$ cat src/hdl/mips_cfg.svh
`ifndef MIPS_CFG_SVH
`define MIPS_CFG_SVH

// Instruction memory size in 32-bit words
`define MIPS_IMEM_DEPTH 64

// Data memory size in 32-bit words
`define MIPS_DMEM_DEPTH 64

// First fetch address out of reset
`define MIPS_RESET_PC 32'h0000_0000

`endif

$ cat src/hdl/mips_isa_pkg.sv
`default_nettype none

package mips_isa_pkg;

  typedef enum logic [5:0] {
    OP_RTYPE = 6'h00,
    OP_BEQ   = 6'h04,
    OP_ADDI  = 6'h08,
    OP_LW    = 6'h23,
    OP_SW    = 6'h2b
  } opcode_e;

  // R-format function field
  typedef enum logic [5:0] {
    FN_ADD = 6'h20,
    FN_SUB = 6'h22,
    FN_AND = 6'h24,
    FN_OR  = 6'h25,
    FN_SLT = 6'h2a
  } funct_e;

  typedef struct packed {
    opcode_e    opcode;
    logic [4:0] rs;
    logic [4:0] rt;
    logic [4:0] rd;
    logic [4:0] shamt;
    funct_e     funct;
  } r_view_t;

  typedef struct packed {
    opcode_e     opcode;
    logic [4:0]  rs;
    logic [4:0]  rt;
    logic [15:0] imm;  // Sign-extended in decode
  } i_view_t;

  // One instruction word, read as either format
  typedef union packed {
    r_view_t r;
    i_view_t i;
  } instr_u;

endpackage

`default_nettype wire

$ cat src/hdl/fetch_stage.sv
`timescale 1ns/1ps
`default_nettype none
`include "mips_cfg.svh"

module fetch_stage
  import mips_isa_pkg::*;
(
  input  logic        clk,
  input  logic        i_rst_n,
  input  logic        i_imem_we,
  input  logic [5:0]  i_imem_addr,
  input  logic [31:0] i_imem_wdata,
  input  logic        i_predict_taken,
  input  logic [31:0] i_predict_target,
  input  logic        i_mispredict,
  input  logic [31:0] i_redirect_pc,
  output logic        o_valid,
  output logic [31:0] o_pc_plus4,
  output instr_u      o_instr
);

  localparam int unsigned IMEM_AW = $clog2(`MIPS_IMEM_DEPTH);

  logic [31:0] imem [`MIPS_IMEM_DEPTH];
  logic [31:0] pc;
  logic [31:0] pc_plus4;
  logic [31:0] pc_next;

  // Loaded from the top level while the core sits in reset
  always_ff @(posedge clk) begin
    if (i_imem_we) imem[i_imem_addr[IMEM_AW-1:0]] <= i_imem_wdata;
  end

  assign pc_plus4 = pc + 32'd4;
  assign pc_next  = i_mispredict    ? i_redirect_pc    :  // Execute overrides decode
                    i_predict_taken ? i_predict_target :
                                      pc_plus4;

  always_ff @(posedge clk or negedge i_rst_n) begin
    if (!i_rst_n) begin
      pc      <= `MIPS_RESET_PC;
      o_valid <= 1'b0;
    end else begin
      pc      <= pc_next;
      o_valid <= !(i_mispredict || i_predict_taken);  // Drop the wrong-path fetch
    end
  end

  // IF/ID payload
  always_ff @(posedge clk) begin
    o_pc_plus4 <= pc_plus4;
    o_instr    <= imem[pc[IMEM_AW+1:2]];
  end

  // Program loading and a running pipeline are never mixed
  a_no_load_while_running: assert property (
    @(posedge clk) disable iff (!i_rst_n) !(i_mispredict && i_imem_we));

endmodule

`default_nettype wire

$ cat config.mk
export PLATFORM = sky130hd
export DESIGN_NAME = fetch_stage
export DESIGN_NICKNAME = d
export VERILOG_FILES = /design/src/hdl/mips_isa_pkg.sv /design/src/hdl/fetch_stage.sv
export VERILOG_INCLUDE_DIRS = /design/src /design/src/hdl
export SDC_FILE = /design/constraint.sdc
export NUM_CORES = 2
export LEC_CHECK = 0
export BUFFER_PORTS_ARGS = -buffer_cell sky130_fd_sc_hd__buf_4
export CORE_MARGIN = 2
export CORE_UTILIZATION = 58
export CTS_BUF_LIST = sky130_fd_sc_hd__clkbuf_8
export CTS_CLUSTER_DIAMETER = 50
export DETAILED_ROUTE_END_ITERATION = 6
export PLACE_DENSITY = 0.78
export SLEW_MARGIN = 20
export SYNTH_ARGS = -nofsm -noshare
export SYNTH_HDL_FRONTEND = slang
export SYNTH_SLANG_ARGS = --single-unit
export TNS_END_PERCENT = 10
$ cat constraint.sdc
create_clock -name clk -period 2.18 [get_ports clk]
set_input_delay 0.436 -clock clk [delete_from_list [all_inputs] [get_ports clk]]
set_output_delay 0.436 -clock clk [all_outputs]
set_load 0.05 [all_outputs]
=== Word level (Yosys, flattened, before mapping) ===
Memory sizes are Yosys's and may differ from the RTL's. A register that Yosys moved wholly into a read port is not among the register bits.
Index checks and enable logic that the tools add are counted.

* Memory bits (writable): 2048
* Memories: 1
* Input port bits: 107
* Word-level logic and storage cells: 11
* Bits in registers: 65
* Output and inout port bits: 65

{| class="wikitable"
|+ Memories
! name !! depth !! width !! rd ports !! clocked after memory_dff !! write ports !! RTL line !! RTL
|-
| imem || 64 || 32 || 1 || 1 || 1 || fetch_stage.sv:24 || <nowiki>logic [31:0] imem [`MIPS_IMEM_DEPTH];</nowiki>
|}

* $add $sub $neg: 1
* Reductions and logical operators: 2
* Muxes and demuxes: 4

{| class="wikitable"
|+ Operator list
! kind !! number
|-
| 2-to-1 mux 32 bit || 2
|-
| adder 32 x 3 -> 32 bit (second input constant) || 1
|-
| 2-to-1 mux 1 bit || 2
|-
| logical NOT 1 bit || 1
|-
| logical OR 1 bit || 1
|}

=== Depth between registers and ports, before layout ===
* Depth in word-level cells: 3
* Mapped depth: 11
* Depth with buffers taken out: 5

=== Worst setup path after synthesis ===
Ideal clock, no wire load.

* Path kind: in2reg
* From: input i_imem_addr[3]
* To: memory imem[48][0], enable pin
* Cell stages on the path: 4
* Data required time: 1.719 ns
* Arrival time: 3.135 ns
* Setup time: 0.461 ns
* Setup slack: -1.416 ns
* Cell sequence: clkbuf_1 > nor2b_1 > nand4b_1 > nor3_1

{| class="wikitable"
|+ RTL lines
! item !! RTL line !! RTL
|-
| start, declared || fetch_stage.sv:11 || <nowiki>input logic [5:0] i_imem_addr,</nowiki>
|-
| end, declared || fetch_stage.sv:24 ||
|}

Straight into the memory's write port.

==> flow_summary.toml <==
[placement]
dp.cells = 5746
dp_slack_ps = -1052
numPortBuffers = 171
dpl_cell_area_um2 = 89230
dp_hpwl_mm = 125.6
gp_congestion = 0.8549

[logic_synthesis]
synth-main-ff-cell = "edfxtp_1"
synthesis.area_um2 = 81720
synth_cells = 3527
synth_edf_count = 2048
synthArstFlopShare_pct = 1.538
ys_seq_elements = 2145
syn_avg_cell_area_um2 = 23.17
seq_area_frac_synth_pct = 77.84
ys.warnings.count = 0
synth_fp_nets = 3635
synth_cell_types = 52

[worst_setup_path]
cp-start-kind = "flip-flop"
crit_arrival_ps = 3670
path_cells = "buf_12 > buf_16 > buf_16 > buf_4 > mux4_2 > mux4_2 > a22oi_2 > nand2_1"
timing.rr.start = "pc[2]"
crit_buf_inv = 4
critical_path.max_stage_delay_ps = 600
rrSetupSlack_ps = -600
cpLargestDelayFamily = "multiplexers"
end_kind = "flip-flop"
crit_path_top_delay_cell = "mux4_2"
timing.rr.end = "o_instr[11]"
criticalPathCategory = "flip-flop to flip-flop"
reg2reg_depth = 8
critPathRequiredTime_ps = 3080
cp_max_fo = 8

[sta]
drv_slew = 0
min_period_ps = 2778
setup_viol = 62
hold_viol = 0
skew_ps = 61.34
fin_crit_sh_pct = 127.5
setup_ws_ps = -598.5
max_freq_mhz = 359.9
rsz0062_at_grt = "yes"
tightestPinTransition_ps = 1123
timing.hold.ws_ps = 175.8
maxSlewHeadroom_pct = 25.00

[cts]
worstSkewPairLatency_ps = 1060
cts_sinks = 2145
cts_tree = "done"
clkTransAtPathRegs_ps = 60
cts_made_buffers = 348
htree_levels = 5
clockBufferDepth = 4
ctsRootBufferMaster = "clkbuf_8"

[cells_and_area]
final_common_cell = "edfxtp_1"
drive_gt1_share_pct = 38.68
multiInputGateArea_um2 = 18150
syn2layout_area_growth_pct = 20.59
n_fill_cell = 7491
seq_area_um2 = 63650
nets = 4502
stdcell_area_um2 = 98540
final_cells = 6530
layout_common_cells = "2048 x edfxtp_1, 587 x mux4_2, 381 x buf_4"

[detailed_routing]
vias_per_cell = 6.779
wirelength_mm = 235.2
drt-initial-drc-count = 7201
wl_per_cell_um = 36.02
num_vias = 44270
ant_nets = 0
drtPass1Iterations = 6
drcViolationCount = 0

[global_routing]
grt.total_usage_pct = 32.67
antenna_found_initial = 17
grt_max_degree = 65
overflow = 0
grt_first_pass_wirelength_mm = 322.9
grt_pass1_vias = 44600

[min_path]
min_path_cells = 4
min_to = "imem[31][11]"
hold_class = "input pin to flip-flop"
hold_start = "i_imem_addr[0]"

[floorplanning]
fp-row-count = 137
fp.dieW_um = 379.4
coreArea_um2 = 139700
ios = 172
initial_core_util_pct = 58.49
die_y_um = 379.4
dieArea_um2 = 143900

[pwr]
vdd.ir_drop.worst_uv = 573.0
p_leak_nw = 32.48
pwr_density_cell_nw_per_um2 = 907.0

[outcome]
status = "complete, but fails checks"
violations = "negative setup slack"

[job]
cap_violations = 0
## stage by stage
step / setup TNS, ps / power, mW / utilization [%]
2_1_floorplan: -241950 / 52.14 / -
3_3_place_gp: -19460 / 56.11 / 63.87
3_5_place_dp: -22060 / 56.32 / 63.87
4_1_cts: -18620 / 88.92 / 70.18
5_1_grt: -21010 / 91.62 / 70.54
6_report: -18180 / 89.38 / 70.54
## metal layers
layer  wire (um)  vias to the layer above  track usage (%)  share of wire (%)
li1            -                    16790                -                  -
met1       77880                    22660            44.04                 33
met2      111300                     4060            50.52                 47
met3       34370                      741            9.225                 15
met4       11520                       12            14.46                4.9
met5          78                        -                0              0.033
## cells by family (layout without fill, tap and decap cells)
group	count (synthesis)	count (layout)	synth area share [%]
compound gates	161	161	1.272
xor+xnor	19	19	0.2036
fa+ha+maj	1	1	0.01531
buf+inv	209	1330	1.332
flops	2145	2145	77.84
mux	700	700	17.57
other cells	0	6	0
simple gates	292	292	1.765
## worst reg2reg max path, cell delays in order (launching register included)
cell     delay, ps
dfrtp_4        420
buf_12         180
buf_16         210
buf_16         160
buf_4          120
mux4_2         490
mux4_2         600
a22oi_2        350
nand2_1        110
## what timing repair did
item                       in CTS  in global routing
hold endpoints to repair     2146                  0
hold buffers                  129                  0
pin swaps                      26                 17
setup buffers                  30                  5
cloned                         11                  3
resized for setup             163                 86
setup endpoints to repair      86                 78
## how the worst max path moves through the flow
stage	depth (start not counted)	to	start	slack (ps)
finish	8	o_instr[11]	pc[2]	-600
global route	9	o_instr[29]	pc[2]	-550
CTS	8	o_instr[11]	pc[2]	-490
detailed placement	7	o_instr[30]	pc[2]	-1050
global placement	7	o_instr[30]	pc[2]	-1010
floorplan	3	imem[41][0]	i_imem_addr[4]	-260
## area by class of cell
| type | count | area share (%) |
|---|---|---|
| diodes | 6 | 0.01524 |
| clock buffers | 367 | 5.126 |
| clock inverters | 237 | 1.304 |
| inverters | 16 | 0.06094 |
| multi-input cells | 1173 | 18.42 |
| flip-flops and latches | 2145 | 64.59 |
| well taps | 1876 | 2.382 |
| repair buffers | 710 | 8.101 |
## registers in the layout (all words and copies together) (netlist names)
name / flops
pc: 32
o_pc_plus4: 32
imem: 2048
o_instr: 32
o_valid: 1
## where the power goes
part           internal, mW  switching, mW  total, mW  leakage (nW)
Combinational          4.83           5.83       10.7          9.43
Clock                  16.8           15.6       32.5          3.70
Sequential             45.7          0.521       46.2          19.4
Total                  67.4           22.0       89.4          32.5
## cell usage after synthesis, drive strengths merged (23+ instances only)
master  number  area (um^2)
a21oi       23        115.1
buf        109        713.2
clkbuf      84        315.3
dfrtp       33        825.8
dfxtp       64         1281
edfxtp    2048        61500
mux2i      105         1051
mux4       587        13220
nand2       52        195.2
nor2        86        322.8
nor2b       37        231.5
nor3        38        190.2
o21ai       42        210.2
o22ai       36        225.2
Power figures use the tool's default switching activity.
