## src/hdl/mips_cfg.svh

```systemverilog
`ifndef MIPS_CFG_SVH
`define MIPS_CFG_SVH

// Instruction memory size in 32-bit words
`define MIPS_IMEM_DEPTH 64

// Data memory size in 32-bit words
`define MIPS_DMEM_DEPTH 64

// First fetch address out of reset
`define MIPS_RESET_PC 32'h0000_0000

`endif

```

## src/hdl/mips_pipe_pkg.sv

```systemverilog
`default_nettype none

package mips_pipe_pkg;

  typedef enum logic [2:0] {
    ALU_ADD = 3'd0,
    ALU_SUB = 3'd1,
    ALU_AND = 3'd2,
    ALU_OR  = 3'd3,
    ALU_SLT = 3'd4
  } alu_op_e;

  // Control bits carried with each instruction past decode
  typedef struct packed {
    alu_op_e alu_op;
    logic    alu_src;    // Second operand is the immediate
    logic    reg_write;
    logic    mem_read;
    logic    mem_write;
    logic    branch;
  } ctrl_t;

endpackage

`default_nettype wire

```

## src/hdl/mips_stage_if.sv

```systemverilog
`timescale 1ns/1ps
`default_nettype none


// EX/MEM register contents
interface xm_if
  import mips_pipe_pkg::*;
();
  logic        valid;
  logic [31:0] alu_result;
  logic [31:0] store_data;
  logic [4:0]  dest;
  ctrl_t       ctrl;

  modport src (output valid, alu_result, store_data, dest, ctrl);
  modport dst (input  valid, alu_result, store_data, dest, ctrl);
endinterface

`default_nettype wire

```

## src/hdl/memory_stage.sv

```systemverilog
`timescale 1ns/1ps
`default_nettype none
`include "mips_cfg.svh"

module memory_stage (
  input  logic        clk,
  input  logic        i_rst_n,
  xm_if.dst           xm,
  output logic        o_wb_we,
  output logic [4:0]  o_wb_reg,
  output logic [31:0] o_wb_data
);

  localparam int unsigned DMEM_AW = $clog2(`MIPS_DMEM_DEPTH);

  logic [31:0]        dmem [`MIPS_DMEM_DEPTH];
  logic [DMEM_AW-1:0] word_addr;
  logic [31:0]        load_data;
  logic [31:0]        mw_alu_result;
  logic [31:0]        mw_load_data;
  logic               mw_mem_read;

  assign word_addr = xm.alu_result[DMEM_AW+1:2];
  assign load_data = dmem[word_addr];  // Asynchronous read

  always_ff @(posedge clk) begin
    if (xm.valid && xm.ctrl.mem_write) dmem[word_addr] <= xm.store_data;
  end

  always_ff @(posedge clk or negedge i_rst_n) begin
    if (!i_rst_n) o_wb_we <= 1'b0;
    else o_wb_we <= xm.valid && xm.ctrl.reg_write;
  end

  // MEM/WB payload
  always_ff @(posedge clk) begin
    o_wb_reg      <= xm.dest;
    mw_alu_result <= xm.alu_result;
    mw_load_data  <= load_data;
    mw_mem_read   <= xm.ctrl.mem_read;
  end

  assign o_wb_data = mw_mem_read ? mw_load_data : mw_alu_result;

  a_dmem_in_range: assert property (
    @(posedge clk) disable iff (!i_rst_n)
    (xm.valid && (xm.ctrl.mem_read || xm.ctrl.mem_write))
      |-> (xm.alu_result < 32'(`MIPS_DMEM_DEPTH * 4)));

endmodule

`default_nettype wire

```

## src/flat_wrapper.sv

```systemverilog
// flat-port wrapper written by rule: the top's interface ports become plain ports
module memory_stage_flat 
  (clk, i_rst_n, o_wb_we, o_wb_reg, o_wb_data, xm_valid, xm_alu_result, xm_store_data, xm_dest, xm_ctrl);
  xm_if xm_i ();
  input  logic clk;
  input  logic i_rst_n;
  output logic o_wb_we;
  output logic [4:0] o_wb_reg;
  output logic [31:0] o_wb_data;
  input wire logic [$bits(xm_i.valid)-1:0] xm_valid;
  input wire logic [$bits(xm_i.alu_result)-1:0] xm_alu_result;
  input wire logic [$bits(xm_i.store_data)-1:0] xm_store_data;
  input wire logic [$bits(xm_i.dest)-1:0] xm_dest;
  input wire logic [$bits(xm_i.ctrl)-1:0] xm_ctrl;
  assign xm_i.valid = xm_valid;
  assign xm_i.alu_result = xm_alu_result;
  assign xm_i.store_data = xm_store_data;
  assign xm_i.dest = xm_dest;
  assign xm_i.ctrl = xm_ctrl;
  memory_stage u_core (.clk(clk), .i_rst_n(i_rst_n), .xm(xm_i), .o_wb_we(o_wb_we), .o_wb_reg(o_wb_reg), .o_wb_data(o_wb_data));
endmodule
```

## config.mk

```make
export PLATFORM = sky130hd
export DESIGN_NAME = memory_stage_flat
export DESIGN_NICKNAME = d
export VERILOG_FILES = /design/src/hdl/mips_pipe_pkg.sv /design/src/hdl/mips_stage_if.sv /design/src/hdl/memory_stage.sv /design/src/flat_wrapper.sv
export VERILOG_INCLUDE_DIRS = /design/src /design/src/hdl
export SDC_FILE = /design/constraint.sdc
export NUM_CORES = 2
export LEC_CHECK = 0
export BUFFER_PORTS_ARGS = -buffer_cell sky130_fd_sc_hd__buf_2
export CAP_MARGIN = 10
export CORE_MARGIN = 8
export CORE_UTILIZATION = 35
export DETAILED_ROUTE_END_ITERATION = 16
export GPL_TIMING_DRIVEN = 0
export PLACE_DENSITY = 0.48
export SYNTH_ARGS = -nofsm -noshare
export SYNTH_HDL_FRONTEND = slang
export SYNTH_SLANG_ARGS = --single-unit
```

## constraint.sdc

```tcl
create_clock -name clk -period 3.7 [get_ports clk]
set_clock_uncertainty 0.2 [all_clocks]
set_input_delay 0.555 -clock clk [delete_from_list [all_inputs] [get_ports clk]]
set_output_delay 0.555 -clock clk [all_outputs]
set_load 0.01 [all_outputs]
```

# After elaboration in Yosys (flattened, before gate mapping)
# Memory sizes are Yosys's and may differ from the RTL's. A register that Yosys moved wholly into a read port is not among the register bits.
# Index checks and enable logic that the tools add are counted.
[op_classes] mux=3 reduce_logical=2
[ops] cell="two-way mux 32 bit" n=1
[ops] cell="logical AND 1 bit" n=2
[ops] cell="two-way mux 1 bit" n=2
[word_totals] reg_bits=39 ram_bits=2048 input_bits=80 out_inout_bits=38 mem_count=1
[mem_list] name="u_core.dmem" depth=64 width=32 read_ports=1 rd_ports_with_merged_regs=1 write_ports=1 line="memory_stage.sv:16" source="logic [31:0] dmem [`MIPS_DMEM_DEPTH];"

# Logic depth before layout (Yosys ltp)
[depth] word_depth=3 depth_mapped=11

# Worst setup path after synthesis
# OpenSTA, ideal clock, no wires.
[synth_timing] path_type="input to register" startpoint="input xm_alu_result[3]" endpoint="memory u_core.dmem[0][0] (enable)" setup_time_ps=421 arrival_ps=3318 required_ps=3079 slack_ps=-239 path_stages=6 path_cell_list="buf_4 buf_6 nor3_1 clkbuf_1 nand2_1 nor2_1"
[synth_rtl] element="start, declared" line="flat_wrapper.sv:11" source="input wire logic [$bits(xm_i.alu_result)-1:0] xm_alu_result;"
[synth_rtl] element="end, declared" line="memory_stage.sv:16"
# Straight into the memory's write port.

==> qor.csv <==
stage,metric,value,unit
outcome,status,"complete, but fails checks",
outcome,failing checks,negative setup slack,
route,DRC,0,
pwr,power density cells,541.6,nW/um^2
timing,Final Worst Setup Slack,-0.1291,ns
setup_path,CP max-delay cell,o21ai_0,
pwr,worst vdd ir,0.4309,mV
floorplan,Row Count,175,
placed_design,gpl congestion,0.8911,
final_layout,design area,96040,sq um
timing,worst-margin pin slew,1.311,ns
route,Antenna Nets Post-Route,0,
final_layout,most flop-heavy register,u_core.dmem,
synth,Syn Inst Count,4324,
global_routing,initial antenna violation count,40,
clocking,Clock Root Buffer,clkbuf_16,
clocking,CTS sink cnt,2119,
pwr,P_leak,30.56,nW
route,DRT Wirelength,311300,um
setup_path,Worst Path Buf+Inv,4,
setup_path,FF-to-FF Start,u_core.dmem[16][10]$_DFFE_PP_,
placed_design,pre-CTS setup slack,-2.331,ns
clocking,Max clock buf depth,3,
final_layout,final std cells w/o fill,8122,
synth,post-synth cell types,64,
global_routing,first-pass GRT wire length,414100,um
placed_design,# port buffers,112,
final_layout,fin util,42.34,%
placed_design,Area after DPL,86890,sq um
hold_path,hold path depth,1,
clocking,clock-pin slew on the worst setup and hold paths,0.06,ns
synth,Async SR Flop Fraction,0.04719,%
synth,"FF+latch count, synth",2119,
setup_path,reg2reg setup slack,0.97,ns
clocking,H-Tree Depth,4,
setup_path,critical path peak fanout,10,
hold_path,hold path start,xm_store_data[23],
clocking,TritonCTS clock tree,built,
floorplan,I/O pin count,118,
placed_design,Final HPWL DP,212100,um
timing,final worst hold slack,0.04466,ns
timing,fraction of the cycle the final worst path needs,103.5,%
global_routing,total grt overflow,0,
route,Wirelength per Cell,38.32,um
floorplan,Starting Density,35.09,%
clocking,latest clock arrival within the worst-skew pair,0.90,ns
setup_path,CP peak stage delay,0.88,ns
synth,dominant synthesized flop cell,edfxtp_1,
global_routing,number of global-route vias before repair,46720,
final_layout,FF/Latch Area,62930,sq um
timing,minimum clock period after layout,3.829,ns
hold_path,Min-Delay Path Class,in2reg,
global_routing,pin count of the biggest net entering global routing,65,
timing,Final Setup Violations,42,
route,drt pass-1 iters,8,
floorplan,die height,492.9,um
synth,Synth Net Count,4404,
global_routing,Total GRT Usage,24.79,%
synth,number of enable flip-flop cells after synthesis,2048,
pwr,overall power,52.02,mW
synth,mapped cell area,79600,sq um
synth,part of the Yosys area used for sequential elements,79.05,%
route,Vias,48890,
setup_path,CP endpoint kind,flip-flop,
final_layout,layout cells sized above 1,21.14,%
timing,setup_tns,-1.654,ns
setup_path,CP Cell Sequence,buf_2 > buf_6 > nor2b_1 > clkbuf_1 > buf_1 > a22oi_1 > o22ai_1 > a221oi_1 > o21ai_0 > or4_1,
final_layout,Final #Nets,4985,
route,initial DRC count,7963,
setup_path,Critical Path AT,4.41,ns
timing,Slew HR,12.62,%
floorplan,core footprint,226800,sq um
final_layout,max reg flops,2048,
final_layout,fillcell total,20180,
timing,Final Max Tran Viols,0,
setup_path,Crit path required time,4.28,ns
setup_path,WS Path Type,in2reg,
placed_design,Placed Cells,7561,
route,Vias per Instance,6.019,
final_layout,multi-input logic area,15640,sq um
setup_path,startpoint type of the worst setup path,input port,
setup_path,worst setup path start,xm_alu_result[4],
final_layout,biggest regs,"u_core.dmem x2048, u_core.mw_alu_result x32, u_core.mw_load_data x32",
clocking,CTS buffer count,223,
synth,yosys warns,0,
setup_path,Worst path depth,10,
timing,final hold violations,0,
timing,achievable frequency,0.2612,GHz
floorplan,Die W,492.9,um
floorplan,full die area,242900,sq um
final_layout,synth-to-layout area growth,20.66,%
setup_path,CP top delay family,buffers and inverters,
synth,Mean Syn Cell Area,18.41,sq um
job,Max-Cap Viols,0,
setup_path,R2R depth,5,
==> path summary, 6_finish.rpt <==
path,end
max in group asynchronous,u_core.o_wb_we$_DFF_PN0_
setup reg to reg,u_core.mw_load_data[10]$_DFF_P_
hold reg to reg,u_core.mw_load_data[6]$_DFF_P_
setup / recovery,u_core.mw_load_data[14]$_DFF_P_
min in group asynchronous,u_core.o_wb_we$_DFF_PN0_
hold / removal,u_core.dmem[40][23]$_DFFE_PP_
==> cells in the mapped netlist (3+ instances only) <==
master    count  area, sq um
edfxtp_1   2048        61500
a221oi_1    272         2382
a22oi_1     268         2012
nor2_1      177        664.4
mux2i_1     160         1602
o22ai_1     145        907.1
clkbuf_1    142        533.0
o21ai_0     128        640.6
buf_2       118        590.6
a21oi_1     111        555.5
mux2_2       94         1059
mux4_2       93         2095
a22o_1       91        797.0
dfxtp_1      70         1401
a221o_1      51        510.5
nand2_1      50        187.7
nor3_1       46        230.2
buf_1        27        101.4
or4_1        27        202.7
buf_4        24        180.2
a211oi_1     18        135.1
a222oi_1     16        160.2
buf_6        14        157.7
nor2b_1      13        81.33
o31ai_1      13        97.59
nand3_1      10        50.05
o221ai_1      9        78.83
o32ai_1       9        78.83
o21ai_1       8        40.04
a31oi_1       7        43.79
nand4_1       7        43.79
and2_1        6        37.54
o22a_1        6        52.55
and2b_1       4        30.03
and3b_1       4        35.03
nand2b_1      3        18.77
or3_1         3        18.77
==> metal layers <==
| metal | track usage [%] | vias to the layer above | part of all wire [%] |
|---|---|---|---|
| met5 | 0 | - | 0.019 |
| met4 | 11.34 | 10 | 5.4 |
| met3 | 6.209 | 691 | 11 |
| met2 | 37.87 | 3148 | 44 |
| met1 | 33.49 | 25680 | 40 |
| li1 | - | 19360 | - |
==> layout make-up <==
| type | instances | area share (%) |
|---|---|---|
| clock inverters | 116 | 1.245 |
| clock buffers | 303 | 6.321 |
| plain buffers | 319 | 1.673 |
| multi-input cells | 1876 | 16.28 |
| flip-flops and latches | 2119 | 65.52 |
| well taps | 3009 | 3.920 |
| inverters | 3 | 0.01433 |
| repair buffers | 363 | 4.988 |
| diodes | 14 | 0.03648 |
==> cell usage in the layout (no fill, tap or decap), types with 91 or more instances in the layout <==
cell and n:
edfxtp_1 2048, a221oi_1 272, a22oi_1 268, buf_2 225, clkbuf_16 223, clkbuf_1 182, mux2i_1 160, o22ai_1 145
buf_12 126, o21ai_0 124, nor2_1 111, a21oi_1 111, mux2_2 94, mux4_2 93, a22o_1 91
==> where the power goes <==
group	internal [mW]	switching [mW]
combinational	0.921	2.39
clock	12.3	9.86
sequential	26.5	0.0413
==> kinds of logic after synthesis <==
group           synth area share, %
buf+inv                       1.999
compound gates                10.81
flops                         79.05
simple gates                  2.149
mux                           5.992
==> repair_timing <==
item	in CTS	in global routing
buffers inserted	50	9
hold endpoints to repair	100	183
hold buffers	46	13
resized for setup	28	26
pin swaps	34	3
setup endpoints to repair	1936	171
Note: power is estimated with default switching activity, not from simulation.
