**config.mk**
```make
export PLATFORM = sky130hd
export DESIGN_NAME = execute_stage_flat
export DESIGN_NICKNAME = d
export VERILOG_FILES = /design/src/hdl/mips_cfg.svh /design/src/hdl/mips_pipe_pkg.sv /design/src/hdl/mips_stage_if.sv /design/src/hdl/execute_stage.sv /design/src/flat_wrapper.sv
export SDC_FILE = /design/constraint.sdc
export NUM_CORES = 1
export LEC_CHECK = 0
export CAP_MARGIN = 15
export CORE_MARGIN = 4
export CORE_UTILIZATION = 32
export CTS_BUF_LIST = sky130_fd_sc_hd__clkbuf_16
export DETAILED_ROUTE_END_ITERATION = 8
export DONT_BUFFER_PORTS = 1
export SLEW_MARGIN = 15
export SYNTH_ARGS = -nofsm -noshare
export SYNTH_HDL_FRONTEND = slang
export SYNTH_SLANG_ARGS = --single-unit
```
**constraint.sdc**
```tcl
create_clock -name clk -period 3.1 [get_ports clk]
set_input_delay 0.155 -clock clk [delete_from_list [all_inputs] [get_ports clk]]
set_output_delay 0.155 -clock clk [all_outputs]
set_load 0.02 [all_outputs]
```
**src/hdl/mips_cfg.svh**
```systemverilog
`ifndef MIPS_CFG_SVH
`define MIPS_CFG_SVH

// Instruction memory size in 32-bit words
`define MIPS_IMEM_DEPTH 64

// Data memory size in 32-bit words
`define MIPS_DMEM_DEPTH 64

// First fetch address out of reset
`define MIPS_RESET_PC 32'h0000_0000

`endif

```
**src/hdl/mips_pipe_pkg.sv**
```systemverilog
`default_nettype none

package mips_pipe_pkg;

  typedef enum logic [2:0] {
    ALU_ADD = 3'd0,
    ALU_SUB = 3'd1,
    ALU_AND = 3'd2,
    ALU_OR  = 3'd3,
    ALU_SLT = 3'd4
  } alu_op_e;

  // Control bits carried with each instruction past decode
  typedef struct packed {
    alu_op_e alu_op;
    logic    alu_src;    // Second operand is the immediate
    logic    reg_write;
    logic    mem_read;
    logic    mem_write;
    logic    branch;
  } ctrl_t;

endpackage

`default_nettype wire

```
**src/hdl/mips_stage_if.sv**
```systemverilog
`timescale 1ns/1ps
`default_nettype none

// ID/EX register contents
interface dx_if
  import mips_pipe_pkg::*;
();
  logic        valid;
  logic [31:0] pc_plus4;
  logic [31:0] rs_data;
  logic [31:0] rt_data;
  logic [31:0] imm;
  logic [4:0]  dest;
  ctrl_t       ctrl;
  logic        predicted_taken;
  logic [31:0] branch_target;

  modport src (output valid, pc_plus4, rs_data, rt_data, imm, dest, ctrl,
               predicted_taken, branch_target);
  modport dst (input  valid, pc_plus4, rs_data, rt_data, imm, dest, ctrl,
               predicted_taken, branch_target);
endinterface

// EX/MEM register contents
interface xm_if
  import mips_pipe_pkg::*;
();
  logic        valid;
  logic [31:0] alu_result;
  logic [31:0] store_data;
  logic [4:0]  dest;
  ctrl_t       ctrl;

  modport src (output valid, alu_result, store_data, dest, ctrl);
  modport dst (input  valid, alu_result, store_data, dest, ctrl);
endinterface

`default_nettype wire

```
**src/hdl/execute_stage.sv**
```systemverilog
`timescale 1ns/1ps
`default_nettype none

module execute_stage
  import mips_pipe_pkg::*;
(
  input  logic        clk,
  input  logic        i_rst_n,
  dx_if.dst           dx,
  output logic        o_mispredict,
  output logic [31:0] o_redirect_pc,
  xm_if.src           xm
);

  logic [31:0] op_b;
  logic [31:0] alu_result;
  logic        taken;

  assign op_b = dx.ctrl.alu_src ? dx.imm : dx.rt_data;

  always_comb begin
    case (dx.ctrl.alu_op)
      ALU_ADD: alu_result = dx.rs_data + op_b;
      ALU_SUB: alu_result = dx.rs_data - op_b;
      ALU_AND: alu_result = dx.rs_data & op_b;
      ALU_OR:  alu_result = dx.rs_data | op_b;
      ALU_SLT: alu_result = {31'd0, $signed(dx.rs_data) < $signed(op_b)};
      default: alu_result = '0;
    endcase
  end

  // beq resolves here
  assign taken         = (dx.rs_data == dx.rt_data);
  assign o_mispredict  = dx.valid && dx.ctrl.branch && (taken != dx.predicted_taken);
  assign o_redirect_pc = taken ? dx.branch_target : dx.pc_plus4;

  always_ff @(posedge clk or negedge i_rst_n) begin
    if (!i_rst_n) xm.valid <= 1'b0;
    else xm.valid <= dx.valid;
  end

  // EX/MEM payload
  always_ff @(posedge clk) begin
    xm.alu_result <= alu_result;
    xm.store_data <= dx.rt_data;
    xm.dest       <= dx.dest;
    xm.ctrl       <= dx.ctrl;
  end

  // The flush empties the next EX slot, so pulses are single cycles
  a_mispredict_branch: assert property (
    @(posedge clk) disable iff (!i_rst_n)
    o_mispredict |=> !dx.valid);

endmodule

`default_nettype wire

```
**src/flat_wrapper.sv**
```systemverilog
// flat-port wrapper written by rule: the top's interface ports become plain ports
module execute_stage_flat import mips_pipe_pkg::*;
  (clk, i_rst_n, o_mispredict, o_redirect_pc, dx_valid, dx_pc_plus4, dx_rs_data, dx_rt_data, dx_imm, dx_dest, dx_ctrl, dx_predicted_taken, dx_branch_target, xm_valid, xm_alu_result, xm_store_data, xm_dest, xm_ctrl);
  dx_if dx_i ();
  xm_if xm_i ();
  input  logic clk;
  input  logic i_rst_n;
  output logic o_mispredict;
  output logic [31:0] o_redirect_pc;
  input wire logic [$bits(dx_i.valid)-1:0] dx_valid;
  input wire logic [$bits(dx_i.pc_plus4)-1:0] dx_pc_plus4;
  input wire logic [$bits(dx_i.rs_data)-1:0] dx_rs_data;
  input wire logic [$bits(dx_i.rt_data)-1:0] dx_rt_data;
  input wire logic [$bits(dx_i.imm)-1:0] dx_imm;
  input wire logic [$bits(dx_i.dest)-1:0] dx_dest;
  input wire logic [$bits(dx_i.ctrl)-1:0] dx_ctrl;
  input wire logic [$bits(dx_i.predicted_taken)-1:0] dx_predicted_taken;
  input wire logic [$bits(dx_i.branch_target)-1:0] dx_branch_target;
  output wire logic [$bits(xm_i.valid)-1:0] xm_valid;
  output wire logic [$bits(xm_i.alu_result)-1:0] xm_alu_result;
  output wire logic [$bits(xm_i.store_data)-1:0] xm_store_data;
  output wire logic [$bits(xm_i.dest)-1:0] xm_dest;
  output wire logic [$bits(xm_i.ctrl)-1:0] xm_ctrl;
  assign dx_i.valid = dx_valid;
  assign dx_i.pc_plus4 = dx_pc_plus4;
  assign dx_i.rs_data = dx_rs_data;
  assign dx_i.rt_data = dx_rt_data;
  assign dx_i.imm = dx_imm;
  assign dx_i.dest = dx_dest;
  assign dx_i.ctrl = dx_ctrl;
  assign dx_i.predicted_taken = dx_predicted_taken;
  assign dx_i.branch_target = dx_branch_target;
  assign xm_valid = xm_i.valid;
  assign xm_alu_result = xm_i.alu_result;
  assign xm_store_data = xm_i.store_data;
  assign xm_dest = xm_i.dest;
  assign xm_ctrl = xm_i.ctrl;
  execute_stage u_core (.clk(clk), .i_rst_n(i_rst_n), .dx(dx_i), .o_mispredict(o_mispredict), .o_redirect_pc(o_redirect_pc), .xm(xm_i));
endmodule
```
* Word level (Yosys, flattened, before mapping)
Cells that the tools add are included.
Word-level totals: bits in registers 78, bits of input ports 177
Cells by class: add/sub/neg operators 2, magnitude comparators 1, eq/ne operators 6, muxes and demuxes 3, bitwise operators 2, reductions and logical operators 3
Operator list (number):
- $pmux W32 S5 | 1
- $mux W32 | 2
- $add A32 B32 Y32 | 1
- $and A32 B32 Y32 | 1
- $eq A32 B32 Y1 | 1
- $lt A32 B32 Y1 | 1
- $or A32 B32 Y32 | 1
- $sub A32 B32 Y32 | 1
- $eq A3 B2 Y1 const B | 2
- $eq A3 B1 Y1 const B | 1
- $eq A3 B3 Y1 const B | 1
- $logic_not A3 Y1 | 1
- $logic_and A1 B1 Y1 | 2
- $ne A1 B1 Y1 | 1

* Longest topological paths before layout
depth after elaboration 3, mapped depth 16, depth with buffers taken out 14

* Worst setup path after synthesis
Ideal clock, no wire load.
path type input to register, start input dx_ctrl[4], end register u_core.xm.alu_result[30], setup time 127 ps, data arrival time 3598 ps, required time 2973 ps, slack -625 ps, stages 16, path through clkbuf_1 > buf_1 > mux2i_1 > inv_1 > ha_1 > inv_1 > fa_1 > nor2b_1 > o31a_1 > a2111oi_2 > nor4_2 > o31a_1 > o21ai_0 > o311ai_0 > a211oi_1 > or3b_1
On the way: longest elaborated chain between the ends 3, elaborated cells between the ends (all ways) 6, classes of those cells add/sub: 2; mux: 2; bitwise: 2
RTL lines:
- start, declared | line flat_wrapper.sv:16 | input wire logic [$bits(dx_i.ctrl)-1:0] dx_ctrl;
- $mux W32 (*) | line execute_stage.sv:19 | assign op_b = dx.ctrl.alu_src ? dx.imm : dx.rt_data;
- $sub A32 B32 Y32, or another cell as far along | line execute_stage.sv:24 | ALU_SUB: alu_result = dx.rs_data - op_b;
- $pmux W32 S5 (*) | line execute_stage.sv:22 | case (dx.ctrl.alu_op)
- net u_core.alu_result[30] | line execute_stage.sv:16 | logic [31:0] alu_result;
- end, declared | line mips_stage_if.sv:34 | modport src (output valid, alu_result, store_data, dest, ctrl);
Mark *: on every way through the listed nets, which the timed path passes. The rest lies on a longest branch.

* Worst setup path after layout
Ends and elaborated chain as after synthesis.

==> flow_summary_export.csv <==
group,metric,value,unit
clock_network,cts-root-buf,"clkbuf_16",
synth,yosys_warnings,0,
sta,setup_viol,0,
synth,synth.cell_area,0.00741,mm²
global_route,grt_pass1_wl,40.1,mm
clock_network,cts_tree,"built",
power,power,3590,µW
clock_network,clock-sinks,78,
sta,max_freq,348,MHz
synth,synth_top_family_by_area,"compound AO/OA/AOI/OAI gates",
power,pwr-share-comb,0.351,
sta,rsz0062_at_grt,"no",
synth,synth_cells,906,
synth,synth_area_leaders,"dfxtp_1 (21%), ha_1 (18%), mux2i_1 (5.0%)",
power,p_int,2250,µW
critical_path,critical_path_required,3.34,ns
critical_path,crit_arrival,3.11,ns
synth,synthSimpleGateAreaFrac,0.138,
power,p_sw_frac,0.373,
power,pwr-share-seq,0.345,
routing,drtIter0Drc,676,
synth,syn_nets,1191,
critical_path,crit_path_start_kind,"primary input",
sta,post-route-period-util,0.926,
routing,drtAntennaViolNets,0,
die,die_w,160,µm
clock_network,clk_pin_slew,0.07,ns
placement,io_buffer_count,0,
die,die_h,160,µm
critical_path,endpoint_kind,"flip-flop",
synth,synth_cell_type_count,75,
die,die_area,0.0256,mm²
power,leakagePower,0.00390,µW
cells_and_area,ff_latch_area,0.00157,mm²
outcome,status,"completed",
synth,synthXorXnorAreaFrac,0.0674,
synth,syn_avg_cell_area,8.17,µm²
sta,finalMaxSlewViolations,0,
sta,min_period,2.87,ns
global_route,first_global_vias,6718,
clock_network,post_cts_buffers,0,
cells_and_area,multiInputGateArea,0.00531,mm²
routing,wl,26.9,mm
clock_network,cts.path.max_buffers,2,
sta,hold_viol,0,
critical_path,critPathKind,"primary input to flip-flop",
cells_and_area,finish.net_count,1244,
global_route,grt_max_degree,88,
synth,synth-seq-cells,78,
synth,synth_edf_count,0,
clock_network,cts_buffers,9,
cells_and_area,n_fill_cell,2367,
die,io_pins,288,
clock_network,htreeDepth,3,
routing,num_vias,6819,
synth,synthTopCellsByCount,"ha_1 (106), inv_1 (95), nor2_1 (78)",
cells_and_area,drive_gt1_frac,0.115,
die,row_count,55,
power,power.switching,1340,µW
sta,setup_ws,0.229,ns
synth,synth_compound_area_frac,0.217,
routing,drc,0,
synth,synthArstFlopShare,0.0128,
critical_path,cp_max_fo,33,
synth,synth_flop_cell,"dfxtp_1",
power,peakVddDrop,0.198,mV
synth,ys_seq_area_frac,0.212,
die,core,0.0227,mm²
synth,yosys.area.top_type_share,0.208,
global_route,antenna_found_initial,3,
placement,dpl.hpwl,21.3,mm
placement,pre_cts_ws,-0.163,ns
clock_network,cts_resized,0,
synth,synth.most_common_cell,"ha_1",
cells_and_area,areaGrowthSynthToFinish,16.8,%
power,clkPwrFrac,0.304,
sta,tightest_slew,1.08,ns
synth,synth_fa_ha_area_frac,0.184,
synth,synth_mux_area_frac,0.105,
power,p_per_area,415,mW/mm²
placement,gp_congestion,0.916,
global_route,grt_usage,0.200,
synth,yosysTopAreaCell,"dfxtp_1",
routing,first_pass_iters,6,
clock_network,ctsHoldBuffers,49,
die,start_util,0.326,
routing,routedWlPerCell,21.6,µm
job,cap_violations,0,
routing,avgViaCountPerCell,5.46,
hold_path,min_path_type,"primary input to flip-flop",
global_route,globalRouteOverflowTotal,0,
sta,relSlewSlack,0.280,
## stage by stage
step	util	hold WS (ns)	cells	area (µm²)	setup TNS, ns
2_1_floorplan	-	-0.141	906	7500	-0.0406
3_3_place_gp	0.346	-0.140	1184	7870	-0.0948
3_5_place_dp	0.346	-0.140	1184	7870	-0.237
4_1_cts	0.381	0.00332	1248	8640	0
5_1_grt	0.381	0.00879	1249	8650	0
6_report	0.381	0.0201	1249	8650	0
## cells in the final DEF, fill, tap and decap left out, types with 8 or more instances in the layout
master	count
xor2_1	39
nand4_1	8
a211oi_1	19
nand2_1	45
nor4_1	12
mux2i_1	33
a31oi_1	10
nor3_1	17
dfxtp_1	77
nor2b_1	9
o211ai_1	10
dlygate4sd3_1	49
nand3_1	11
xnor2_1	18
buf_4	37
clkbuf_16	9
a21oi_1	64
a21o_1	10
inv_1	94
mux2_2	32
o31ai_1	11
o21ai_0	46
ha_1	105
nor2_1	77
## logic make-up (layout without fill, tap and decap cells)
| group | after synthesis | after routing |
|---|---|---|
| other cells | 0 | 1 |
| mux | 71 | 71 |
| simple gates | 213 | 213 |
| fa+ha+maj | 108 | 108 |
| xor+xnor | 57 | 57 |
| buf+inv | 140 | 197 |
| flops | 78 | 78 |
| compound gates | 239 | 239 |
## state kept, by name, summed over array words and instances, names as in the netlist
| signal | cells |
|---|---|
| u_core.xm.valid | 1 |
| u_core.xm.store_data | 32 |
| u_core.xm.alu_result | 32 |
| u_core.xm.ctrl | 8 |
| u_core.xm.dest | 5 |
## path summary, 6_finish.rpt
| kind | from | endpoint | cells past startpoint |
|---|---|---|---|
| max in group asynchronous | i_rst_n | u_core.xm.valid | 2 |
| worst min-delay path | dx_ctrl[6] | u_core.xm.alu_result[12] | 2 |
| worst max-delay path | dx_ctrl[4] | u_core.xm.alu_result[30] | 14 |
| min in group asynchronous | i_rst_n | u_core.xm.valid | 2 |
## power groups by stage
stage | registers (µW) | clock network, µW | logic (µW)
6_report | 1240 | 1090 | 1260
5_1_grt | 1240 | 1160 | 1390
4_1_cts | 1240 | 1130 | 1250
3_5_place_dp | 1270 | 0 | 1180
3_3_place_gp | 1270 | 0 | 1180
2_1_floorplan | 1240 | 0 | 926
## worst max-delay path, cell delays in order
cell	delay (ns)
mux2i_1	0.14
inv_1	0.10
ha_2	0.19
inv_2	0.04
fa_2	0.39
nor2b_2	0.13
o31a_1	0.21
a2111oi_2	0.06
nor4_2	0.44
o31a_1	0.27
o21ai_1	0.11
o311ai_1	0.38
a211oi_1	0.13
or3b_1	0.35
## per-layer routing
metal  wire [µm]  global-route usage  vias to the layer above
met5          34                   0                        -
met1       10800               0.237                     3136
met3        2180              0.0552                       43
li1            -                   -                     3297
met4         891              0.0735                        4
met2       13000               0.347                      339
## layout make-up
| class | instances | share of cell area |
|---|---|---|
| clock inverter | 6 | 0.00723 |
| timing repair buffer | 86 | 0.0888 |
| inverter | 96 | 0.0417 |
| clock buffer | 9 | 0.0260 |
| antenna | 1 | 0.000289 |
| tap | 285 | 0.0412 |
| multi-input combinational | 688 | 0.614 |
| sequential | 78 | 0.181 |
Note: power is estimated with default switching activity, not from simulation.
