<file path="config.mk">
export PLATFORM = sky130hd
export DESIGN_NAME = decode_stage_flat
export DESIGN_NICKNAME = d
export VERILOG_FILES = /design/src/hdl/mips_cfg.svh /design/src/hdl/mips_isa_pkg.sv /design/src/hdl/mips_pipe_pkg.sv /design/src/hdl/mips_stage_if.sv /design/src/hdl/decode_stage.sv /design/src/flat_wrapper.sv
export SDC_FILE = /design/constraint.sdc
export NUM_CORES = 1
export LEC_CHECK = 0
export BUFFER_PORTS_ARGS = -buffer_cell sky130_fd_sc_hd__buf_2
export CAP_MARGIN = 10
export CELL_PAD_IN_SITES_DETAIL_PLACEMENT = 0
export CELL_PAD_IN_SITES_GLOBAL_PLACEMENT = 2
export CORE_ASPECT_RATIO = 0.9
export CORE_UTILIZATION = 30
export CTS_CLUSTER_SIZE = 12
export DETAILED_ROUTE_END_ITERATION = 16
export PLACE_DENSITY = 0.59
export SLEW_MARGIN = 20
export SYNTH_ARGS = -nofsm -noshare
export SYNTH_HDL_FRONTEND = slang
export SYNTH_SLANG_ARGS = --single-unit
export TNS_END_PERCENT = 100
</file>
<file path="constraint.sdc">
create_clock -name clk -period 9.19 [get_ports clk]
set_input_delay 1.838 -clock clk [delete_from_list [all_inputs] [get_ports clk]]
set_output_delay 1.838 -clock clk [all_outputs]
set_load 0.01 [all_outputs]
</file>
<file path="src/hdl/mips_cfg.svh">
`ifndef MIPS_CFG_SVH
`define MIPS_CFG_SVH

// Instruction memory size in 32-bit words
`define MIPS_IMEM_DEPTH 64

// Data memory size in 32-bit words
`define MIPS_DMEM_DEPTH 64

// First fetch address out of reset
`define MIPS_RESET_PC 32'h0000_0000

`endif

</file>
<file path="src/hdl/mips_isa_pkg.sv">
`default_nettype none

package mips_isa_pkg;

  typedef enum logic [5:0] {
    OP_RTYPE = 6'h00,
    OP_BEQ   = 6'h04,
    OP_ADDI  = 6'h08,
    OP_LW    = 6'h23,
    OP_SW    = 6'h2b
  } opcode_e;

  // R-format function field
  typedef enum logic [5:0] {
    FN_ADD = 6'h20,
    FN_SUB = 6'h22,
    FN_AND = 6'h24,
    FN_OR  = 6'h25,
    FN_SLT = 6'h2a
  } funct_e;

  typedef struct packed {
    opcode_e    opcode;
    logic [4:0] rs;
    logic [4:0] rt;
    logic [4:0] rd;
    logic [4:0] shamt;
    funct_e     funct;
  } r_view_t;

  typedef struct packed {
    opcode_e     opcode;
    logic [4:0]  rs;
    logic [4:0]  rt;
    logic [15:0] imm;  // Sign-extended in decode
  } i_view_t;

  // One instruction word, read as either format
  typedef union packed {
    r_view_t r;
    i_view_t i;
  } instr_u;

endpackage

`default_nettype wire

</file>
<file path="src/hdl/mips_pipe_pkg.sv">
`default_nettype none

package mips_pipe_pkg;

  typedef enum logic [2:0] {
    ALU_ADD = 3'd0,
    ALU_SUB = 3'd1,
    ALU_AND = 3'd2,
    ALU_OR  = 3'd3,
    ALU_SLT = 3'd4
  } alu_op_e;

  // Control bits carried with each instruction past decode
  typedef struct packed {
    alu_op_e alu_op;
    logic    alu_src;    // Second operand is the immediate
    logic    reg_write;
    logic    mem_read;
    logic    mem_write;
    logic    branch;
  } ctrl_t;

endpackage

`default_nettype wire

</file>
<file path="src/hdl/mips_stage_if.sv">
`timescale 1ns/1ps
`default_nettype none

// ID/EX register contents
interface dx_if
  import mips_pipe_pkg::*;
();
  logic        valid;
  logic [31:0] pc_plus4;
  logic [31:0] rs_data;
  logic [31:0] rt_data;
  logic [31:0] imm;
  logic [4:0]  dest;
  ctrl_t       ctrl;
  logic        predicted_taken;
  logic [31:0] branch_target;

  modport src (output valid, pc_plus4, rs_data, rt_data, imm, dest, ctrl,
               predicted_taken, branch_target);
  modport dst (input  valid, pc_plus4, rs_data, rt_data, imm, dest, ctrl,
               predicted_taken, branch_target);
endinterface


`default_nettype wire

</file>
<file path="src/hdl/decode_stage.sv">
`timescale 1ns/1ps
`default_nettype none

module decode_stage
  import mips_isa_pkg::*;
  import mips_pipe_pkg::*;
(
  input  logic        clk,
  input  logic        i_rst_n,
  input  logic        i_valid,
  input  logic [31:0] i_pc_plus4,
  input  instr_u      i_instr,
  input  logic        i_flush,
  input  logic        i_wb_we,
  input  logic [4:0]  i_wb_reg,
  input  logic [31:0] i_wb_data,
  output logic        o_predict_taken,
  output logic [31:0] o_predict_target,
  dx_if.src           dx
);

  logic [31:0] regs [32];
  logic [31:0] rs_data;
  logic [31:0] rt_data;
  logic [31:0] id_imm;
  logic [31:0] id_target;
  logic [4:0]  id_dest;
  ctrl_t       id_ctrl;

  // Register 0 is never stored
  always_ff @(posedge clk) begin
    if (i_wb_we && (i_wb_reg != 5'd0)) regs[i_wb_reg] <= i_wb_data;
  end

  // Same-cycle writeback passes straight through
  function automatic logic [31:0] read_reg(input logic [4:0] addr);
    logic [31:0] data;
    if (addr == 5'd0) data = '0;
    else if (i_wb_we && (i_wb_reg == addr)) data = i_wb_data;
    else data = regs[addr];
    return data;
  endfunction

  always_comb begin
    rs_data = read_reg(i_instr.r.rs);
    rt_data = read_reg(i_instr.r.rt);
  end

  always_comb begin
    id_ctrl = '0;
    id_dest = i_instr.r.rd;
    case (i_instr.r.opcode)
      OP_RTYPE: begin
        id_ctrl.reg_write = 1'b1;
        case (i_instr.r.funct)
          FN_ADD:  id_ctrl.alu_op = ALU_ADD;
          FN_SUB:  id_ctrl.alu_op = ALU_SUB;
          FN_AND:  id_ctrl.alu_op = ALU_AND;
          FN_OR:   id_ctrl.alu_op = ALU_OR;
          FN_SLT:  id_ctrl.alu_op = ALU_SLT;
          default: id_ctrl.reg_write = 1'b0;  // Nop and unsupported codes
        endcase
      end
      OP_ADDI, OP_LW: begin
        id_ctrl.alu_src   = 1'b1;
        id_ctrl.reg_write = 1'b1;
        id_ctrl.mem_read  = (i_instr.i.opcode == OP_LW);
        id_dest           = i_instr.i.rt;
      end
      OP_SW: begin
        id_ctrl.alu_src   = 1'b1;
        id_ctrl.mem_write = 1'b1;
      end
      OP_BEQ: begin
        id_ctrl.alu_op = ALU_SUB;
        id_ctrl.branch = 1'b1;
      end
      default: id_ctrl = '0;
    endcase
    if (id_dest == 5'd0) id_ctrl.reg_write = 1'b0;  // Writes to r0 are dropped here
  end

  assign id_imm    = {{16{i_instr.i.imm[15]}}, i_instr.i.imm};
  assign id_target = i_pc_plus4 + {id_imm[29:0], 2'b00};

  // Backward beq is predicted taken
  assign o_predict_taken  = i_valid && (i_instr.i.opcode == OP_BEQ) && i_instr.i.imm[15];
  assign o_predict_target = id_target;

  always_ff @(posedge clk or negedge i_rst_n) begin
    if (!i_rst_n) dx.valid <= 1'b0;
    else dx.valid <= i_valid && !i_flush;
  end

  // ID/EX payload
  always_ff @(posedge clk) begin
    dx.pc_plus4        <= i_pc_plus4;
    dx.rs_data         <= rs_data;
    dx.rt_data         <= rt_data;
    dx.imm             <= id_imm;
    dx.dest            <= id_dest;
    dx.ctrl            <= id_ctrl;
    dx.predicted_taken <= o_predict_taken;
    dx.branch_target   <= id_target;
  end

  // Memory stage never targets r0
  a_no_r0_write: assert property (
    @(posedge clk) disable iff (!i_rst_n) i_wb_we |-> (i_wb_reg != 5'd0));

endmodule

`default_nettype wire

</file>
<file path="src/flat_wrapper.sv">
// flat-port wrapper written by rule: the top's interface ports become plain ports
module decode_stage_flat import mips_isa_pkg::*; import mips_pipe_pkg::*;
  (clk, i_rst_n, i_valid, i_pc_plus4, i_instr, i_flush, i_wb_we, i_wb_reg, i_wb_data, o_predict_taken, o_predict_target, dx_valid, dx_pc_plus4, dx_rs_data, dx_rt_data, dx_imm, dx_dest, dx_ctrl, dx_predicted_taken, dx_branch_target);
  dx_if dx_i ();
  input  logic clk;
  input  logic i_rst_n;
  input  logic i_valid;
  input  logic [31:0] i_pc_plus4;
  input  instr_u i_instr;
  input  logic i_flush;
  input  logic i_wb_we;
  input  logic [4:0] i_wb_reg;
  input  logic [31:0] i_wb_data;
  output logic o_predict_taken;
  output logic [31:0] o_predict_target;
  output wire logic [$bits(dx_i.valid)-1:0] dx_valid;
  output wire logic [$bits(dx_i.pc_plus4)-1:0] dx_pc_plus4;
  output wire logic [$bits(dx_i.rs_data)-1:0] dx_rs_data;
  output wire logic [$bits(dx_i.rt_data)-1:0] dx_rt_data;
  output wire logic [$bits(dx_i.imm)-1:0] dx_imm;
  output wire logic [$bits(dx_i.dest)-1:0] dx_dest;
  output wire logic [$bits(dx_i.ctrl)-1:0] dx_ctrl;
  output wire logic [$bits(dx_i.predicted_taken)-1:0] dx_predicted_taken;
  output wire logic [$bits(dx_i.branch_target)-1:0] dx_branch_target;
  assign dx_valid = dx_i.valid;
  assign dx_pc_plus4 = dx_i.pc_plus4;
  assign dx_rs_data = dx_i.rs_data;
  assign dx_rt_data = dx_i.rt_data;
  assign dx_imm = dx_i.imm;
  assign dx_dest = dx_i.dest;
  assign dx_ctrl = dx_i.ctrl;
  assign dx_predicted_taken = dx_i.predicted_taken;
  assign dx_branch_target = dx_i.branch_target;
  decode_stage u_core (.clk(clk), .i_rst_n(i_rst_n), .i_valid(i_valid), .i_pc_plus4(i_pc_plus4), .i_instr(i_instr), .i_flush(i_flush), .i_wb_we(i_wb_we), .i_wb_reg(i_wb_reg), .i_wb_data(i_wb_data), .o_predict_taken(o_predict_taken), .o_predict_target(o_predict_target), .dx(dx_i));
endmodule
</file>
# Yosys cells after proc, flatten, opt, wreduce, memory -nomap -nowiden
# Memory sizes are Yosys's and may differ from the RTL's. A register that Yosys moved wholly into a read port is not among the register bits.
# Cells that the tools add are included.
[classes] add_sub_neg=1 multipliers=0 div=0 magnitude_cmp=0 eq_ne=9 shifts=0 n_mux=10 n_bitwise=0 reduce_logical=13
[op_table] op="6-bit == test (second input constant)" count=7
[op_table] op="32-bit adder" count=1
[op_table] op="5-bit zero test" count=3
[op_table] op="3-bit case mux with 4 select lines" count=1
[op_table] op="6-bit by 3-bit == test with 1-bit output (second input constant)" count=1
[op_table] op="6-bit by 4-bit == test with 1-bit output (second input constant)" count=1
[op_table] op="6-bit zero test" count=1
[op_table] op="1-bit two-way mux" count=6
[op_table] op="3-bit case mux with 2 select lines" count=1
[op_table] op="5-bit two-way mux" count=1
[op_table] op="5-bit nonzero test" count=1
[op_table] op="5-bit OR reduction" count=1
[op_table] op="1-bit logical AND" count=4
[op_table] op="3-bit OR reduction" count=1
[op_table] op="1-bit case mux with 2 select lines" count=1
[op_table] op="2-bit OR reduction" count=1
[op_table] op="1-bit zero test" count=1
[totals] regBits=95 latch_bits=0 mem_bits_rw=1024 mem_bits_ro=0 inputBits=106 output_inout_bits=208 elab_cells=46 memories=1
[memory_table] memory="u_core.regs" words=32 word_bits=32 rd=2 rd_ports_with_merged_regs=2 wr=1 line_no="decode_stage.sv:22" text="logic [31:0] regs [32];"

# Depth between registers and ports, before layout
# Gate-level depths: netlist of the first run.
[logic_depth] ltp_word=4 depth_mapped=10 ltp_nobuf=10

# Worst setup path after synthesis of the first run
# OpenSTA, ideal clock, no wires.
[synth_timing] kind="input to output" startpoint="input port i_pc_plus4[2]" endpoint="output port o_predict_target[28]" arrival_ps=3789 t_required_ps=7352 setup_slack_ps=3563 stages=10 n_path_buf=0 path_cell_list="ha_1 > inv_1 > fa_1 > nand2b_1 > a21oi_1 > o21ai_0 > o211ai_1 > a41oi_1 > o21ai_0 > xor2_1"
[synth_between] elab_chain_len=1
[synth_lines] element="start: declaration" line_no="flat_wrapper.sv:8" text="input logic [31:0] i_pc_plus4;"
[synth_lines] element="32-bit adder" line_no="decode_stage.sv:84" text="assign id_target = i_pc_plus4 + {id_imm[29:0], 2'b00};"
[synth_lines] element="end: declaration" line_no="flat_wrapper.sv:15" text="output logic [31:0] o_predict_target;"
# No other way between the ends.

# Worst setup path after layout of the first run
[layout_timing] startpoint="input port i_instr[15] (netlist bit)" endpoint="output port o_predict_target[28]"
[layout_between] elab_chain_len=1
[layout_lines] element="start: declaration" line_no="flat_wrapper.sv:9" text="input instr_u i_instr;"
[layout_lines] element="32-bit adder" line_no="decode_stage.sv:84"
# No other way between the ends.

==> metrics.md, run 1 <==
| Metric | Value |
|---|---|
| YS warnings | 0 |
| Total wire length | 179000 µm |
| Sw Ratio | 24.1% |
| Maximum Capacitance Violations | 0 |
| Crit end category | output pin |
| # IOs | 314 |
| Pin count of the biggest net entering global routing | 77 |
| Initial core utilization | 30.4% |
| Comb power frac | roughly 10% |
| Root Driver | clkbuf_16 |
| # fillers | roughly 16000 |
| DRC | 0 |
| P_sw | ~3100 µW |
| Post-placement cell area | 57400 µm² |
| Critical path class | in -> out |
| Clk network pwr share | 43.3% |
| P_int | 9770 µW |
| Max Fclk | 152 MHz |
| CTS hold repair buffers | 0 |
| Post_cts resized | 0 |
| Share of layout cells above drive strength 1 | around 43% |
| Fin Setup TNS | 0 ns |
| RePlAce Congestion | 0.797 |
| Number of CTS-inserted buffers | approximately 140 |
| List of most frequent post-synthesis cells | edfxtp_1 (1024), mux4_2 (576), dfxtp_1 (156) |
| Netlist Area Pre-Place | around 53000 µm² |
| Site row count | 145 |
| CP Data Arrival Time | approximately 4.7 ns |
| Period utilization | 71.5% |
| CTS sink cnt | 1181 |
| IO Port Bufs | 313 |
| Reg clk slew, reported paths | about 0.06 ns |
| EDFF count, synth | a little over 1000 |
| Outcome | finished, final reports clean |
| Sequential share of power | between 40 and 50% |
| Worst R2R Setup Slack | 7.20 ns |
| Worst-path fanout max | 18 |
| Cell area after layout | ~62000 µm² |
| Main synth FF type | edfxtp_1 |
| Area Growth Syn to Fin | 17.1% |
| Leakage power | 0.0200 µW |
| Vias in the first global route | 31800 |
| GRT Overall Usage | 20.0% |
| First-pass GRT wire length | approximately 250000 µm |
| Min-Delay Path Class | in -> async |
| #FFs+latches synth | 1181 |
| Clock tree buffer depth | 3 |
| CTS tree | yes |
| Core Box Area | 174000 µm² |
| Clock Latency Late Sink | approximately 0.79 ns |
| NumNets Final | 3167 |
| Hpwl dp | ~100000 µm |
| Top area cells in the synthesized netlist | edfxtp_1 (58%), mux4_2 (25%), dfxtp_1 (5.9%) |
| 1st-iter DRT viols | 3154 |
| Pwr per Cell Area | 208 nW/µm² |
| Fin. max-slew vios | 0 |
| Final setup vio count | 0 |
| Slowest cell on the critical path | ha_1 |
| Max transition margin | 29.3% |
| Syn_area_per_cell | 19.7 µm² |
| Asr flop ratio synth | 0.0847% |
| H-tree levels | 4 |
| Post-DRT Antenna Nets | 0 |
| CP Cell Sequence | buf_2 > ha_1 > nand3_1 > nor4_1 > o21ai_0 > o211ai_1 > a41oi_1 > o21ai_0 > xor2_1 > buf_2 |
| Drt wl/cell | roughly 33 µm |
| Number of vias per cell | between 5 and 6 |
| Post-synthesis sequential area ratio | 64.0% |
| Die W | around 440 µm |
| CP required | approximately 7.4 ns |
| Die Y | 401 µm |
| CP Launch Type | primary input |
| Netlist cell types | 55 |
| Unrepaired setup endpoints after global routing | no |
| Drt pass-1 iters | 5 |
| Remaining global-route overflow | 0 |
| Top-count cell post-synth | edfxtp_1 |
| Vias | 30100 |
| Area of the multi-input gates | about 18000 µm² |
| Die ar. | 178000 µm² |
| Slowest Stage Delay on Critical Path | slightly above 0.5 ns |
| Final clock skew | ~0.028 ns |
| Min Tclk post-route | 6.57 ns |
| Top-area cell type share of the netlist area | 58.1% |
| Initial antenna violation count | 15 |
| Cell count after synthesis | around 2700 |
| Worst-margin pin slew | 1.06 ns |
| Max IR drop VDD | about 0.00019 V |
| Sequential cell area | about 34000 µm² |
| Synth area leader | edfxtp_1 |
| Final hold vios | 0 |
| Post-CTS Repair Setup Buffers | 0 |
## logic make-up after synthesis
kind of cell | Yosys count | share of synthesized area, %
AOI/OAI and AO/OA | 224 | 2.84
xor gates and xnor gates | 38 | 0.629
adders and majority gates | 30 | 0.723
buffers and inverters | 230 | 2.13
DFF | 1181 | 64.0
muxes | 707 | 27.3
other | 1 | 0.00708
and+or+nand+nor | 275 | 2.36
## final cells by class
cell class                 count  share of cell area, %
timing repair buffer         392                   3.60
clock buffer                 179                   6.04
tap                         2352                   4.75
clock inverter                77                   1.34
inverter                      11                 0.0666
multi-input combinational   1306                   29.5
antenna                        3                 0.0121
sequential                  1181                   54.7
## worst paths after layout
kind,start,endpoint,cells after the start
min in group clk,u_core.regs[30][1],u_core.dx.rt_data[1],4
worst max register to register,u_core.regs[26][20],u_core.dx.rs_data[20],4
max in group asynchronous,i_rst_n,u_core.dx.valid,1
worst min register to register,u_core.regs[30][1],u_core.dx.rt_data[1],4
worst min-delay path,i_rst_n,u_core.dx.valid,1
worst max-delay path,i_instr[15],o_predict_target[28],10
## per-layer routing
metal	track usage [%]	wire, µm	part of all wire (%)
met1	26.1	72900	41
met2	33.1	88600	50
met3	4.27	12200	6.8
met4	6.50	5270	2.9
met5	0	81	0.045
## power by group through the flow
stage	clock (µW)	sequential [µW]	combinational, µW
final	5570	6040	1260
after global routing	5890	6050	1330
after CTS	5710	6040	1280
after detailed placement	0	6150	1280
after global placement	0	6150	1270
after floorplan	0	6170	698
## through the flow
step	setup WS, ns	utilization [%]	hold slack [ns]	cells	total power (µW)
final	2.62	35.6	0.830	5501	12900
after global routing	2.34	35.6	0.788	5500	13300
after CTS	2.66	35.6	0.767	5498	13000
after detailed placement	2.66	32.9	0.972	5242	7430
after global placement	2.59	32.9	0.969	5242	7410
after floorplan	3.56	-	0.875	2717	6870
## cell usage in the layout, fill, tap and decap left out, drive strengths merged, types with 62 or more instances in the layout
| cell | n |
|---|---|
| buf | 392 |
| clkbuf | 179 |
| o22ai | 62 |
| mux4 | 576 |
| edfxtp | 1024 |
| mux2 | 129 |
| o31ai | 66 |
| nor2 | 98 |
| nand2 | 95 |
| dfxtp | 156 |
## sequential cells by signal, indices dropped and copies added (netlist names), 5 cells and up
register                 flops
u_core.regs               1024
u_core.dx.pc_plus4          32
u_core.dx.rs_data           32
u_core.dx.rt_data           32
u_core.dx.branch_target     30
u_core.dx.imm               16
u_core.dx.ctrl               8
u_core.dx.dest               5
## critical path: cells and delay by family
kind                     cells  cell delay, ns
AO/OA/AOI/OAI                4            1.19
XOR/XNOR                     1            0.24
adder cells (fa/ha/maj)      1            0.51
buffers and inverters        2            0.43
AND/OR/NAND/NOR              2            0.52
No activity file was read; power rests on OpenSTA's default activity.
==> inputs of run 2 (changes only) <==
clock period = 6.6 ns   (was 9.19 ns; I/O delays follow)
==> run 2 against run 1 <==
  * Non-clock buffer count increased by 7
  * Utilization hardly changed
  * Sequential share of layout area down 0.056 points
  * Sequential power is 39% higher
  * Combinational power up 40%
  * Via count decreased by 0.71%
  * Design area increased by 0.10%
  * Largest cell class unchanged
==> metrics.md, run 2 (synthesis gave the netlist of run 1 again) <==
| Metric | Value |
|---|---|
| Initial core utilization | 30.4% |
| Number of CTS-inserted buffers | 140 |
| Pin count of the biggest net entering global routing | 82 |
| Leading cell type in the layout, fill and taps excluded | edfxtp_1 |
| Setup ws final | 0.998 ns |
| Remaining global-route overflow | 0 |
| CTS hold repair buffers | 0 |
| Die Y | ~400 µm |
| First-pass GRT wire length | 248000 µm |
| IO Port Bufs | 313 |
| Commonest non-fill, non-tap cells in the layout | edfxtp_1 (1024), mux4_2 (576), buf_2 (305) |
| CP required | 5.28 ns |
| Core Box Area | roughly 170000 µm² |
| Worst Setup EP | o_predict_target[24] |
| Die W | 445 µm |
| Initial antenna violation count | 16 |
| DRC | 0 |
| 1st-iter DRT viols | 2813 |
| Worst R2R Setup Slack | 4.50 ns |
| Area Growth Syn to Fin | 17.2% |
| Hpwl dp | 105000 µm |
| Max IR drop VDD | 0.000278 V |
| Most flop-heavy register | u_core.regs |
| CTS tree | yes |
| Unrepaired setup endpoints after global routing | no |
| Vias in the first global route | 31800 |
| Post-DRT Antenna Nets | 0 |
| Max Fclk | 179 MHz |
| Hold_ws | around 0.34 ns |
| Outcome | finished, final reports clean |
| Root Driver | clkbuf_16 |
| Final setup vio count | 0 |
| RR Startpoint | u_core.regs[31][12] |
| Max transition margin | 23.3% |
| Final hold vios | 0 |
| Pwr per Cell Area | 284 nW/µm² |
| Die ar. | 178000 µm² |
| Worst r2r path cells | 4 |
| Total wire length | around 180000 µm |
| Dpl ws | 1.02 ns |
| Site row count | between 100 and 150 |
| Period utilization | 84.9% |
| Fin. max-slew vios | 0 |
| Post_cts resized | 0 |
| Final clock skew | ~0.027 ns |
| Clock Latency Late Sink | 0.77 ns |
| Worst-path fanout max | 5 |
| # IOs | 314 |
| NumNets Final | ~3200 |
| Number of vias per cell | approximately 5.4 |
| RePlAce Congestion | 0.799 |
| Min Tclk post-route | roughly 5.6 ns |
| Worst-margin pin slew | around 1.2 ns |
| H-tree levels | 4 |
| Leakage power | 0.0200 µW |
| Drt pass-1 iters | 5 |
| CP Launch Type | primary input |
| Drt wl/cell | roughly 32 µm |
| Vias | 29900 |
| Crit end category | output pin |
| Crit. Startpoint | i_instr[0] |
| Min-Delay Path Class | in -> async |
| Post-CTS Repair Setup Buffers | 0 |
| CTS sink cnt | 1181 |
| Worst R2R End | u_core.dx.rs_data[12] |
| GRT Overall Usage | 19.6% |
| Clock tree buffer depth | 3 |
| Fin Setup TNS | 0 ns |
| Critical path class | in -> out |
| CP Data Arrival Time | 4.28 ns |
| Maximum Capacitance Violations | 0 |
| Reg clk slew, reported paths | 0.05 ns |
| Max reg flops | 1024 |
| Share of layout cells above drive strength 1 | 42.9% |
[run 2: cell types whose count changed in the layout (fill, tap and decap cells not counted), moves of 3 or more]
cell	previous run	this run
buf_12	1	14
bufinv_16	13	6
clkinv_8	4	1
clkinv_1	23	20
clkbuf_16	142	147
inv_16	4	1
clkinv_2	20	25
clkbuf_8	5	8
buf_4	79	74
[run 2: worst min-delay path by stage]
stage,startpoint,endpoint,slack (ns),cells after the start
final,i_rst_n,u_core.dx.valid,0.34,1
after floorplan,u_core.regs[14][30],u_core.dx.rs_data[30],0.88,3
after CTS,i_rst_n,u_core.dx.valid,0.27,1
after global placement,u_core.regs[12][21],u_core.dx.rs_data[21],0.98,4
after global routing,i_rst_n,u_core.dx.valid,0.29,1
after detailed placement,u_core.regs[8][21],u_core.dx.rs_data[21],0.99,4
[run 2: routing by layer]
metal | routed length [µm] | vias to the layer above | track usage (%)
met5 | 97 | - | 0
met4 | 4840 | 14 | 5.86
met2 | 88100 | 1034 | 33.0
met1 | 72400 | 16500 | 25.8
met3 | 9980 | 257 | 3.43
li1 | - | 12100 | -
[run 2: final cells by class]
class / instances / area (µm²)
multi-input cells: 1306 / 18300
flip-flops and latches: 1181 / 33900
fillers: 16100 / 112000
well taps: 2352 / 2940
inverters: 11 / 41.3
repair buffers: 399 / 2440
diodes: 1 / 2.50
clock inverters: 65 / 517
clock buffers: 188 / 3910
[run 2: power breakdown]
group          internal (µW)  switching (µW)
Combinational            737            1020
Clock                   4400            3090
Sequential              8320            87.5
Total                  13500            4200
[run 2: worst max-delay path, cell delays in order]
cell and delay (ns):
buf_2 0.13, ha_1 0.19, inv_1 0.07, fa_1 0.41, nand2b_1 0.19, a21oi_1 0.29
o21ai_0 0.27, o211ai_1 0.47, nand3_1 0.22, o21ai_0 0.33, xor2_1 0.24, buf_2 0.17
[run 2: per-stage QoR]
step                power, µW  instances  util (%)  cell area, µm²
floorplan                9570       2717         -           53100
global placement        10300       5249      33.1           57600
detailed placement      10300       5249      33.1           57600
CTS                     17900       5502      35.6           62100
global route            18200       5502      35.6           62100
finish                  17700       5503      35.6           62100
